**config.mk**
```make
export PLATFORM = sky130hd
export DESIGN_NAME = prefetch_unit
export DESIGN_NICKNAME = d
export VERILOG_FILES = /design/src/prefetch_pkg.sv /design/src/prefetch_if.sv /design/src/prefetch_unit.sv /design/src/prefetch_fifo.sv /design/src/code_reader.sv /design/src/code_tlb.sv /design/src/prefetch_control.sv /design/src/prefetch_address.sv
export VERILOG_INCLUDE_DIRS = /design/src /design/src/src
export SDC_FILE = /design/constraint.sdc
export NUM_CORES = 2
export LEC_CHECK = 0
export ABC_CLOCK_PERIOD_IN_PS = 11800
export BUFFER_PORTS_ARGS = -buffer_cell sky130_fd_sc_hd__buf_2
export CORE_MARGIN = 2
export CORE_UTILIZATION = 39
export CTS_BUF_LIST = sky130_fd_sc_hd__clkbuf_4 sky130_fd_sc_hd__clkbuf_8 sky130_fd_sc_hd__clkbuf_16
export CTS_CLUSTER_DIAMETER = 80
export DETAILED_ROUTE_END_ITERATION = 8
export GPL_TIMING_DRIVEN = 0
export PLACE_DENSITY_LB_ADDON = 0.2
export SYNTH_ARGS = -nofsm -noshare
export SYNTH_HDL_FRONTEND = slang
export SYNTH_SLANG_ARGS = --single-unit
```
**constraint.sdc**
```tcl
create_clock -name clk -period 11.8 [get_ports clk]
set_input_delay 0.59 -clock clk [delete_from_list [all_inputs] [get_ports clk]]
set_output_delay 0.59 -clock clk [all_outputs]
set_load 0.01 [all_outputs]
```
**src/prefetch_defines.svh**
```systemverilog
`ifndef PREFETCH_DEFINES_SVH
`define PREFETCH_DEFINES_SVH

// Code queue entries
`define PF_FIFO_DEPTH   16

// Start a translation only below this fill level
`define PF_START_USED   2

// Leave the read state at or above this fill level
`define PF_STOP_USED    8

// Most bytes asked for by one cache read
`define PF_MAX_LENGTH   16

// Code TLB entries
`define PF_TLB_ENTRIES  8

`endif
```
**src/prefetch_pkg.sv**
```systemverilog
package prefetch_pkg;

    // One queue entry, byte 0 in the low bits
    typedef struct packed {
        logic [2:0]  count;
        logic [31:0] data;
    } code_word_t;

    // Code TLB entry
    typedef struct packed {
        logic        valid;
        logic [19:0] linear_page;
        logic [19:0] physical_page;
        // Page allowed for user-mode fetch
        logic        user;
        logic        cache_disable;
    } tlb_entry_t;

    // Control FSM
    typedef enum logic {
        TLB_REQUEST,
        ICACHE
    } pf_state_t;

    // Reader FSM
    typedef enum logic [1:0] {
        IDLE,
        READ,
        SETTLE
    } reader_state_t;

endpackage

```
**src/prefetch_if.sv**
```systemverilog
`timescale 1ns/1ps

// Translation request from control, answer from code TLB
interface tlb_code_if;
    logic        request_do;
    logic [31:0] request_address;
    // High for a user-mode fetch
    logic        request_su;

    logic        resp_do;
    logic [31:0] resp_linear;
    logic [31:0] resp_physical;
    logic        resp_cache_disable;

    modport requester (
        output request_do, request_address, request_su,
        input  resp_do, resp_linear, resp_physical, resp_cache_disable
    );

    modport translator (
        input  request_do, request_address, request_su,
        output resp_do, resp_linear, resp_physical, resp_cache_disable
    );
endinterface

// Cache read request, a level as a cache would see it
interface icache_read_if;
    logic        read_do;
    logic [31:0] read_address;
    logic [5:0]  read_length;
    logic        read_cache_disable;

    modport control (output read_do, read_address, read_length, read_cache_disable);
    modport reader  (input  read_do, read_address, read_length, read_cache_disable);
endinterface

```
**src/prefetch_unit.sv**
```systemverilog
`timescale 1ns/1ps

module prefetch_unit (
    input  logic                     clk,
    input  logic                     arst_n,
    input  logic                     branch,
    input  logic [31:0]              branch_address,
    input  logic [31:0]              cs_limit,
    input  logic                     su,
    input  logic                     tlb_write,
    input  logic [2:0]               tlb_write_index,
    input  prefetch_pkg::tlb_entry_t tlb_write_entry,
    output logic                     mem_req,
    output logic [31:0]              mem_address,
    output logic                     mem_cache_disable,
    input  logic                     mem_ack,
    input  logic [31:0]              mem_rdata,
    output logic                     fetch_valid,
    output logic [31:0]              fetch_data,
    output logic [2:0]               fetch_count,
    input  logic                     fetch_pop,
    output logic                     code_fault
);

    tlb_code_if    tlb_bus ();
    icache_read_if icache_bus ();

    logic [31:0]              fetch_address;
    logic [5:0]               fetch_length;
    logic                     fetch_su;
    logic                     advance;
    logic [2:0]               advance_count;
    logic                     push;
    prefetch_pkg::code_word_t push_word;
    logic [4:0]               used;

    // ------------------------------------------------------------------
    // Branch loads the address and flushes everything else
    // ------------------------------------------------------------------
    prefetch_address address_i (
        .clk, .arst_n, .branch, .branch_address, .cs_limit, .su,
        .advance, .advance_count, .fetch_address, .fetch_length, .fetch_su
    );

    prefetch_control control_i (
        .clk, .arst_n, .branch, .fetch_address, .fetch_length, .fetch_su, .used,
        .tlb (tlb_bus.requester), .icache (icache_bus.control)
    );

    code_tlb tlb_i (
        .clk, .arst_n, .branch, .tlb_write, .tlb_write_index, .tlb_write_entry,
        .tlb (tlb_bus.translator), .code_fault
    );

    code_reader reader_i (
        .clk, .arst_n, .branch, .icache (icache_bus.reader),
        .mem_req, .mem_address, .mem_cache_disable, .mem_ack, .mem_rdata,
        .push, .push_word, .advance, .advance_count
    );

    prefetch_fifo fifo_i (
        .clk, .arst_n, .branch, .push, .push_word, .fetch_pop,
        .fetch_valid, .fetch_data, .fetch_count, .used
    );

endmodule

```
**src/prefetch_fifo.sv**
```systemverilog
`timescale 1ns/1ps
`include "prefetch_defines.svh"

module prefetch_fifo (
    input  logic                     clk,
    input  logic                     arst_n,
    input  logic                     branch,
    input  logic                     push,
    input  prefetch_pkg::code_word_t push_word,
    input  logic                     fetch_pop,
    output logic                     fetch_valid,
    output logic [31:0]              fetch_data,
    output logic [2:0]               fetch_count,
    output logic [4:0]               used
);

    localparam int PTR_W = $clog2(`PF_FIFO_DEPTH);

    prefetch_pkg::code_word_t mem [`PF_FIFO_DEPTH];
    logic [PTR_W-1:0]         wr_ptr;
    logic [PTR_W-1:0]         rd_ptr;
    prefetch_pkg::code_word_t head;

    assign head        = mem[rd_ptr];
    // Old contents hidden in the flush cycle
    assign fetch_valid = used != 5'd0 && !branch;
    assign fetch_data  = head.data;
    assign fetch_count = head.count;

    always_ff @(posedge clk) begin
        if (push) begin
            mem[wr_ptr] <= push_word;
        end
    end

    always_ff @(posedge clk or negedge arst_n) begin
        if (!arst_n) begin
            wr_ptr <= '0;
            rd_ptr <= '0;
            used   <= '0;
        end else if (branch) begin
            wr_ptr <= '0;
            rd_ptr <= '0;
            used   <= '0;
        end else begin
            if (push) begin
                wr_ptr <= wr_ptr + 1'b1;
            end
            if (fetch_pop) begin
                rd_ptr <= rd_ptr + 1'b1;
            end
            if (push && !fetch_pop) begin
                used <= used + 5'd1;
            end else if (!push && fetch_pop) begin
                used <= used - 5'd1;
            end
        end
    end

    // Stop threshold leaves room for words in flight
    a_no_overflow: assert property (@(posedge clk) disable iff (!arst_n)
        push |-> used != 5'(`PF_FIFO_DEPTH));

    a_no_underflow: assert property (@(posedge clk) disable iff (!arst_n)
        fetch_pop |-> used != 5'd0);

endmodule

```
**src/code_reader.sv**
```systemverilog
`timescale 1ns/1ps

module code_reader (
    input  logic                     clk,
    input  logic                     arst_n,
    input  logic                     branch,
    icache_read_if.reader            icache,
    output logic                     mem_req,
    output logic [31:0]              mem_address,
    output logic                     mem_cache_disable,
    input  logic                     mem_ack,
    input  logic [31:0]              mem_rdata,
    output logic                     push,
    output prefetch_pkg::code_word_t push_word,
    output logic                     advance,
    output logic [2:0]               advance_count
);

    prefetch_pkg::reader_state_t state;
    // Latched read, stepped per word
    logic [31:0] address;
    logic [5:0]  left;
    logic        cache_disable;

    logic [2:0]  in_word;
    logic [2:0]  count;
    logic        take;

    // ------------------------------------------------------------------
    // Word trim
    // ------------------------------------------------------------------
    assign in_word = 3'd4 - {1'b0, address[1:0]};
    assign count   = (left < {3'd0, in_word}) ? left[2:0] : in_word;
    // Ack during a branch is thrown away
    assign take    = state == prefetch_pkg::READ && mem_ack && !branch;

    assign mem_req           = state == prefetch_pkg::READ;
    assign mem_address       = {address[31:2], 2'b00};
    assign mem_cache_disable = cache_disable;

    // Drop leading bytes of an unaligned word
    assign push_word.data  = mem_rdata >> {address[1:0], 3'b000};
    assign push_word.count = count;
    assign push            = take;
    assign advance         = take;
    assign advance_count   = count;

    // ------------------------------------------------------------------
    // FSM
    // ------------------------------------------------------------------
    always_ff @(posedge clk or negedge arst_n) begin
        if (!arst_n) begin
            state <= prefetch_pkg::IDLE;
        end else if (branch) begin
            state <= prefetch_pkg::IDLE;
        end else begin
            case (state)
                prefetch_pkg::IDLE:
                    if (icache.read_do && icache.read_length != 6'd0) begin
                        state <= prefetch_pkg::READ;
                    end
                prefetch_pkg::READ:
                    if (mem_ack && left == {3'd0, count}) begin
                        state <= prefetch_pkg::SETTLE;
                    end
                // Control sees the stepped address before next accept
                default:
                    state <= prefetch_pkg::IDLE;
            endcase
        end
    end

    always_ff @(posedge clk) begin
        if (state == prefetch_pkg::IDLE) begin
            address       <= icache.read_address;
            left          <= icache.read_length;
            cache_disable <= icache.read_cache_disable;
        end else if (take) begin
            address <= address + 32'(count);
            left    <= left - {3'd0, count};
        end
    end

endmodule

```
**src/code_tlb.sv**
```systemverilog
`timescale 1ns/1ps
`include "prefetch_defines.svh"

module code_tlb (
    input  logic                    clk,
    input  logic                    arst_n,
    input  logic                    branch,
    input  logic                    tlb_write,
    input  logic [2:0]              tlb_write_index,
    input  prefetch_pkg::tlb_entry_t tlb_write_entry,
    tlb_code_if.translator          tlb,
    output logic                    code_fault
);

    prefetch_pkg::tlb_entry_t table_q [`PF_TLB_ENTRIES];
    logic [`PF_TLB_ENTRIES-1:0] match;
    prefetch_pkg::tlb_entry_t   hit_entry;
    logic                       hit;
    logic                       allowed;

    // Compare the linear page against every entry
    always_comb begin
        hit_entry = '0;
        for (int i = 0; i < `PF_TLB_ENTRIES; i++) begin
            match[i] = table_q[i].valid &&
                       table_q[i].linear_page == tlb.request_address[31:12];
            if (match[i]) begin
                hit_entry = table_q[i];
            end
        end
    end

    assign hit     = |match;
    // User fetch needs a user page
    assign allowed = !tlb.request_su || hit_entry.user;

    // Entry table, written from outside
    always_ff @(posedge clk or negedge arst_n) begin
        if (!arst_n) begin
            for (int i = 0; i < `PF_TLB_ENTRIES; i++) begin
                table_q[i] <= '0;
            end
        end else if (tlb_write) begin
            table_q[tlb_write_index] <= tlb_write_entry;
        end
    end

    // One answer per request, fault sticky until the next branch
    always_ff @(posedge clk or negedge arst_n) begin
        if (!arst_n) begin
            tlb.resp_do <= 1'b0;
            code_fault  <= 1'b0;
        end else begin
            tlb.resp_do <= tlb.request_do && !tlb.resp_do && !branch && hit && allowed;
            if (branch) begin
                code_fault <= 1'b0;
            end else if (tlb.request_do && !(hit && allowed)) begin
                code_fault <= 1'b1;
            end
        end
    end

    always_ff @(posedge clk) begin
        if (tlb.request_do) begin
            tlb.resp_linear        <= tlb.request_address;
            tlb.resp_physical      <= {hit_entry.physical_page, tlb.request_address[11:0]};
            tlb.resp_cache_disable <= hit_entry.cache_disable;
        end
    end

    a_one_match: assert property (@(posedge clk) disable iff (!arst_n)
        tlb.request_do |-> $onehot0(match));

endmodule

```
**src/prefetch_control.sv**
```systemverilog
`timescale 1ns/1ps
`include "prefetch_defines.svh"

module prefetch_control (
    input  logic           clk,
    input  logic           arst_n,
    input  logic           branch,
    input  logic [31:0]    fetch_address,
    input  logic [5:0]     fetch_length,
    input  logic           fetch_su,
    input  logic [4:0]     used,
    tlb_code_if.requester  tlb,
    icache_read_if.control icache
);

    prefetch_pkg::pf_state_t state;
    // Saved translation
    logic [31:0] linear;
    logic [31:0] physical;
    logic        cache_disable;

    logic [12:0] left_in_page;
    logic [5:0]  length;
    logic        page_cross;
    logic        offset_update;
    logic        can_request;
    logic        take_resp;
    logic        leave_icache;

    // ------------------------------------------------------------------
    // Page clip and translation checks
    // ------------------------------------------------------------------
    assign tlb.request_address = fetch_address;
    assign tlb.request_su      = fetch_su;

    assign left_in_page = 13'd4096 - {1'b0, fetch_address[11:0]};
    assign length = (left_in_page < {7'd0, fetch_length}) ? left_in_page[5:0] : fetch_length;

    assign page_cross    = fetch_address[31:12] != linear[31:12];
    // Same page, reader moved the offset
    assign offset_update = !page_cross && fetch_address[11:0] != linear[11:0];

    assign can_request  = !branch && fetch_length != 6'd0 && used < 5'(`PF_START_USED);
    // Drop an answer for a page the address has since left
    assign take_resp    = can_request && tlb.resp_do &&
                          tlb.resp_linear[31:12] == fetch_address[31:12];
    assign leave_icache = page_cross || branch || used >= 5'(`PF_STOP_USED);

    // ------------------------------------------------------------------
    // Request outputs
    // ------------------------------------------------------------------
    always_comb begin
        tlb.request_do            = 1'b0;
        icache.read_do            = 1'b0;
        // Saved offset is current again by the time the reader leaves SETTLE
        icache.read_address       = physical;
        icache.read_length        = length;
        icache.read_cache_disable = cache_disable;
        if (state == prefetch_pkg::TLB_REQUEST) begin
            // Held high until the answer is sampled
            tlb.request_do = can_request;
            if (take_resp) begin
                icache.read_do            = 1'b1;
                icache.read_address       = {tlb.resp_physical[31:12], fetch_address[11:0]};
                icache.read_cache_disable = tlb.resp_cache_disable;
            end
        end else begin
            // Nothing to ask for at the segment limit
            icache.read_do = !leave_icache && length != 6'd0;
        end
    end

    // ------------------------------------------------------------------
    // State and saved translation
    // ------------------------------------------------------------------
    always_ff @(posedge clk or negedge arst_n) begin
        if (!arst_n) begin
            state         <= prefetch_pkg::TLB_REQUEST;
            linear        <= '0;
            physical      <= '0;
            cache_disable <= 1'b0;
        end else if (state == prefetch_pkg::TLB_REQUEST) begin
            if (take_resp) begin
                linear        <= fetch_address;
                physical      <= {tlb.resp_physical[31:12], fetch_address[11:0]};
                cache_disable <= tlb.resp_cache_disable;
                state         <= prefetch_pkg::ICACHE;
            end
        end else begin
            if (leave_icache) begin
                state <= prefetch_pkg::TLB_REQUEST;
            end
            // Follow the reader inside the page
            if (offset_update) begin
                linear[11:0]   <= fetch_address[11:0];
                physical[11:0] <= fetch_address[11:0];
            end
        end
    end

    // Read only on an answer to a request held the cycle before
    a_read_after_resp: assert property (@(posedge clk) disable iff (!arst_n)
        state == prefetch_pkg::TLB_REQUEST && icache.read_do |-> $past(tlb.request_do));

    a_read_length: assert property (@(posedge clk) disable iff (!arst_n)
        icache.read_do |-> icache.read_length != 6'd0);

endmodule

```
**src/prefetch_address.sv**
```systemverilog
`timescale 1ns/1ps
`include "prefetch_defines.svh"

module prefetch_address (
    input  logic        clk,
    input  logic        arst_n,
    input  logic        branch,
    input  logic [31:0] branch_address,
    input  logic [31:0] cs_limit,
    input  logic        su,
    input  logic        advance,
    input  logic [2:0]  advance_count,
    output logic [31:0] fetch_address,
    output logic [5:0]  fetch_length,
    output logic        fetch_su
);

    // Flat code segment, offset equals linear address
    logic [31:0] limit;
    // Set by the first branch after reset
    logic        active;
    // Bytes up to and including the limit byte
    logic [32:0] left;

    assign left = (!active || fetch_address > limit) ? 33'd0 :
                  {1'b0, limit} - {1'b0, fetch_address} + 33'd1;

    // Clip to one cache read, page clip is done by the control
    assign fetch_length = (left > 33'(`PF_MAX_LENGTH)) ? 6'(`PF_MAX_LENGTH) : left[5:0];

    always_ff @(posedge clk or negedge arst_n) begin
        if (!arst_n) begin
            fetch_address <= '0;
            limit         <= '0;
            fetch_su      <= 1'b0;
            active        <= 1'b0;
        end else if (branch) begin
            fetch_address <= branch_address;
            limit         <= cs_limit;
            fetch_su      <= su;
            active        <= 1'b1;
        end else if (advance) begin
            // Step by bytes delivered to the queue
            fetch_address <= fetch_address + 32'(advance_count);
        end
    end

    // Reader never delivers past the segment limit
    a_advance_in_limit: assert property (@(posedge clk) disable iff (!arst_n)
        advance && !branch |-> {30'd0, advance_count} <= left);

endmodule

```
==> metrics.md <==
| Metric | Value |
|---|---|
| Antenna violations before repair | `10` |
| Post-Syn Area per Cell | `14.48 sq um` |
| Via density | `5.464` |
| Worst Path Required | `12.43 ns` |
| Placed Cells | `5651` |
| Area Overhead vs Synth | `15.81%` |
| Share of cells above drive strength 1 | `roughly 27%` |
| PD cells | `166.3 nW/um^2` |
| Max-Cap Viols | `0` |
| Input/output buffers | `approximately 210` |
| Final Setup Violations | `0` |
| Main synth FF type | `edfxtp_1` |
| Yosys reg bits | `1133` |
| Drt initial violations | `2634` |
| Crit-path max FO | `10` |
| Count of final hold-check violations | `0` |
| CTS Buffer Depth | `3` |
| Vias | `about 32000` |
| Storage cell area | `approximately 32000 sq um` |
| Router iterations before antenna repair | `7` |
| Total power | `10.15 mW` |
| Hpwl dp | `104.0 mm` |
| Gr usage total | `21.57%` |
| Htree depth | `4` |
| Clock Skews | `0.02058 ns` |
| Clock sink count | `1133` |
| Largest net degree at the start of global routing | `110` |
| Residual DRC | `0` |
| Routed WL per cell | `25.20 microns` |
| CTS tree | `done` |
| RSZ-0062 raised after global routing | `no` |
| Worst slew pin tran | `1.417 ns` |
| Final GP Congestion | `between 0.8 and 0.9` |
| Status | `completed` |
| Fmax | `115.7 MHz` |
| Cts bufs inserted | `around 130` |
| Starting density of the core | `about two fifths` |
| Post-Synthesis Cells | `3638` |
| Top Ports | `between 200 and 250` |
| Leakage dissipation | `23.38 nW` |
| Post-Route WL | `approximately 150 mm` |
| Worst EP arrival | `between 9 and 10 ns` |
| Post-route cell area | `61010 sq um` |
| CTS resizes | `0` |
| Global-route wire length before repair | `218.8 mm` |
| Seq/Total Area, Yosys | `59.90%` |
| Horiz. Die Dim | `371.5 microns` |
| Final #Nets | `4295` |
| Hold Crit Class | `input port to register` |
| Crit start category | `register` |
| Crit end category | `register` |
| Relative slew slack | `4.821%` |
| Die ar. | `~140000 sq um` |
| Final Non-Filler Cells | `approximately 5900` |
| Dpl cell area | `56660 sq um` |
| Worst VDD drop | `0.1063 mV` |
| Row cnt | `134` |
| Footprint of the multi-input gates | `19880 sq um` |
| Post-synthesis cell area | `52680 sq um` |
| Yosys cell types | `83` |
| Slew Viols, Final | `0` |
| Total grt overflow | `0` |
| Clk_lat worst skew | `around 0.75 ns` |
| Die H | `371.5 microns` |
| FILL cells | `11990` |
| Antenna Nets Post-Route | `0` |
| Minimum clock period | `just under 9 ns` |
| Clock transition at path regs | `around 0.060 ns` |
| Number of global-route vias before repair | `32620` |
| Clock tree root buffer cell | `clkbuf_16` |
| Synth warn | `0` |
| Final Cycle Share | `around three quarters` |
| Post-synth EDFFs | `640` |
| Core area | `133800 sq um` |
| Final hold slack | `0.04870 ns` |
| Kind of critical path | `register to register` |
| Ys async rst share | `43.51%` |
[power breakdown]
part | leakage [nW] | switching (mW) | internal (mW)
Combinational | 9.25 | 0.774 | 0.645
Clock | 2.15 | 1.65 | 2.40
Sequential | 12.0 | 0.186 | 4.49
Total | 23.4 | 2.61 | 7.54
[synthesized netlist by cell type, drive strengths merged, types with 5 or more instances]
cell type / number / area [sq um]
a211oi: 19 / 142.6
a21o: 27 / 202.7
a21oi: 121 / 605.6
a31oi: 8 / 50.05
a41oi: 5 / 43.79
and2: 25 / 156.4
and3: 12 / 75.07
and4: 5 / 46.29
buf: 91 / 495.5
clkbuf: 127 / 476.7
dfrtp: 493 / 12340
edfxtp: 640 / 19220
fa: 5 / 100.1
ha: 121 / 1514
inv: 98 / 367.9
mux2: 410 / 4692
mux2i: 100 / 1001
mux4: 175 / 3941
nand2: 213 / 799.5
nand2b: 6 / 37.54
nand3: 45 / 230.2
nand4: 77 / 481.7
nand4b: 5 / 43.79
nor2: 140 / 525.5
nor2b: 17 / 106.4
nor3: 27 / 140.1
nor3b: 7 / 52.55
nor4: 32 / 212.7
nor4b: 5 / 43.79
o211ai: 12 / 90.09
o21a: 27 / 202.7
o21ai: 132 / 664.4
o311ai: 23 / 209.0
or2: 8 / 50.05
or3: 13 / 81.33
or4: 7 / 56.30
xnor2: 232 / 2032
xor2: 71 / 621.9
[worst paths after layout]
kind / start / end / slack (ns) / depth (start not counted)
min in group asynchronous: arst_n / tlb_i.table_q[307] / 0.33 / 2
worst max-delay path: address_i.fetch_address[16] / reader_i.state[0] / 3.15 / 23
worst max register to register: address_i.fetch_address[16] / reader_i.state[0] / 3.15 / 23
worst min register to register: tlb_i.tlb.resp_physical[18] / control_i.physical[18] / 0.48 / 1
worst min-delay path: branch_address[11] / address_i.fetch_address[11] / 0.05 / 3
max in group asynchronous: arst_n / address_i.limit[10] / 9.83 / 5
[final cells by class]
class	count	share of cell area (%)
tap	1768	3.626
sequential	1133	51.72
inverter	98	0.6029
timing repair buffer	248	2.803
clock inverter	56	0.8613
clock buffer	176	6.173
multi-input combinational	2190	32.59
buffer	218	1.593
antenna	8	0.03281
[stage by stage]
step	setup WS [ns]	setup TNS [ns]	utilization, %
finish	3.155	0	45.60
global route	2.633	0	45.59
CTS	3.318	0	45.56
detailed placement	3.373	0	42.35
global placement	-0.8983	-388.02	41.82
floorplan	5.458	0	-
[critical path: stages (launching register included)]
cell and delay (ns):
dfrtp_1 0.56, buf_1 0.91, inv_1 0.30, ha_1 0.29, ha_1 0.37, a21oi_1 0.38, o21ai_0 0.24, a21oi_1 0.42
o21ai_0 0.16, nor4b_1 0.35, o2111ai_1 0.21, or4b_1 0.61, nor4_2 0.85, nand2_1 0.13, ha_1 0.32, a21oi_1 0.13
nor2b_1 0.05, o21ai_0 0.15, nand2b_1 0.07, a2111oi_0 0.87, nand2_1 0.11, o21ai_1 0.47, mux2i_1 0.21, o41ai_1 0.35
[repair_timing]
action	4_1_cts	5_1_grt
buffers inserted	0	0
hold endpoints to repair	37	0
hold buffers	1	0
[metal layers]
layer / share of wire, % / up-vias / track usage, %
li1: - / 14350 / -
met1: 45 / 16750 / 30.27
met2: 48 / 897 / 34.85
met3: 5.2 / 206 / 3.431
met4: 2.0 / 8 / 5.692
met5: 0.028 / - / 0
[layout by cell type (no fill, tap or decap), types with 29 or more instances in the layout]
cell type and n:
dfrtp_1 493, nand4_1 77, xnor2_1 232, buf_2 219, mux2_2 374, nand2_1 213
nor2_1 135, clkbuf_4 30, inv_1 98, nand3_1 44, ha_1 121, buf_1 46
mux2i_1 100, xor2_1 71, clkbuf_1 127, a21oi_1 119, mux4_2 175, clkbuf_16 136
nor4_1 29, edfxtp_1 640, o21ai_0 118, buf_4 45
[registers in the layout, summed over array words and instances, names as in the netlist]
signal                        count
address_i.active                  1
address_i.fetch_address          32
address_i.fetch_su                1
address_i.limit                  32
control_i.cache_disable           1
control_i.linear                 32
control_i.physical               32
control_i.state                   1
fifo_i.mem                      560
fifo_i.rd_ptr                     4
fifo_i.used                       5
fifo_i.wr_ptr                     4
reader_i.address                 32
reader_i.left                     6
reader_i.mem_cache_disable        1
reader_i.state                    2
tlb_i.code_fault                  1
tlb_i.table_q                   344
tlb_i.tlb.resp_cache_disable      1
tlb_i.tlb.resp_do                 1
tlb_i.tlb.resp_linear            20
tlb_i.tlb.resp_physical          20
[logic make-up (layout without fill, tap and decap cells)]
kind of cell | after synthesis | after routing | synth area share [%]
AO/OA/AOI/OAI | 417 | 417 | 4.999
buffers and inverters | 316 | 796 | 2.544
XOR/XNOR | 303 | 303 | 5.037
multiplexers | 685 | 685 | 18.29
AND/OR/NAND/NOR | 656 | 656 | 6.156
other | 2 | 11 | 0.01426
flip-flops | 1133 | 1133 | 59.90
adder cells (fa/ha/maj) | 126 | 126 | 3.064
Power figures use the tool's default switching activity.
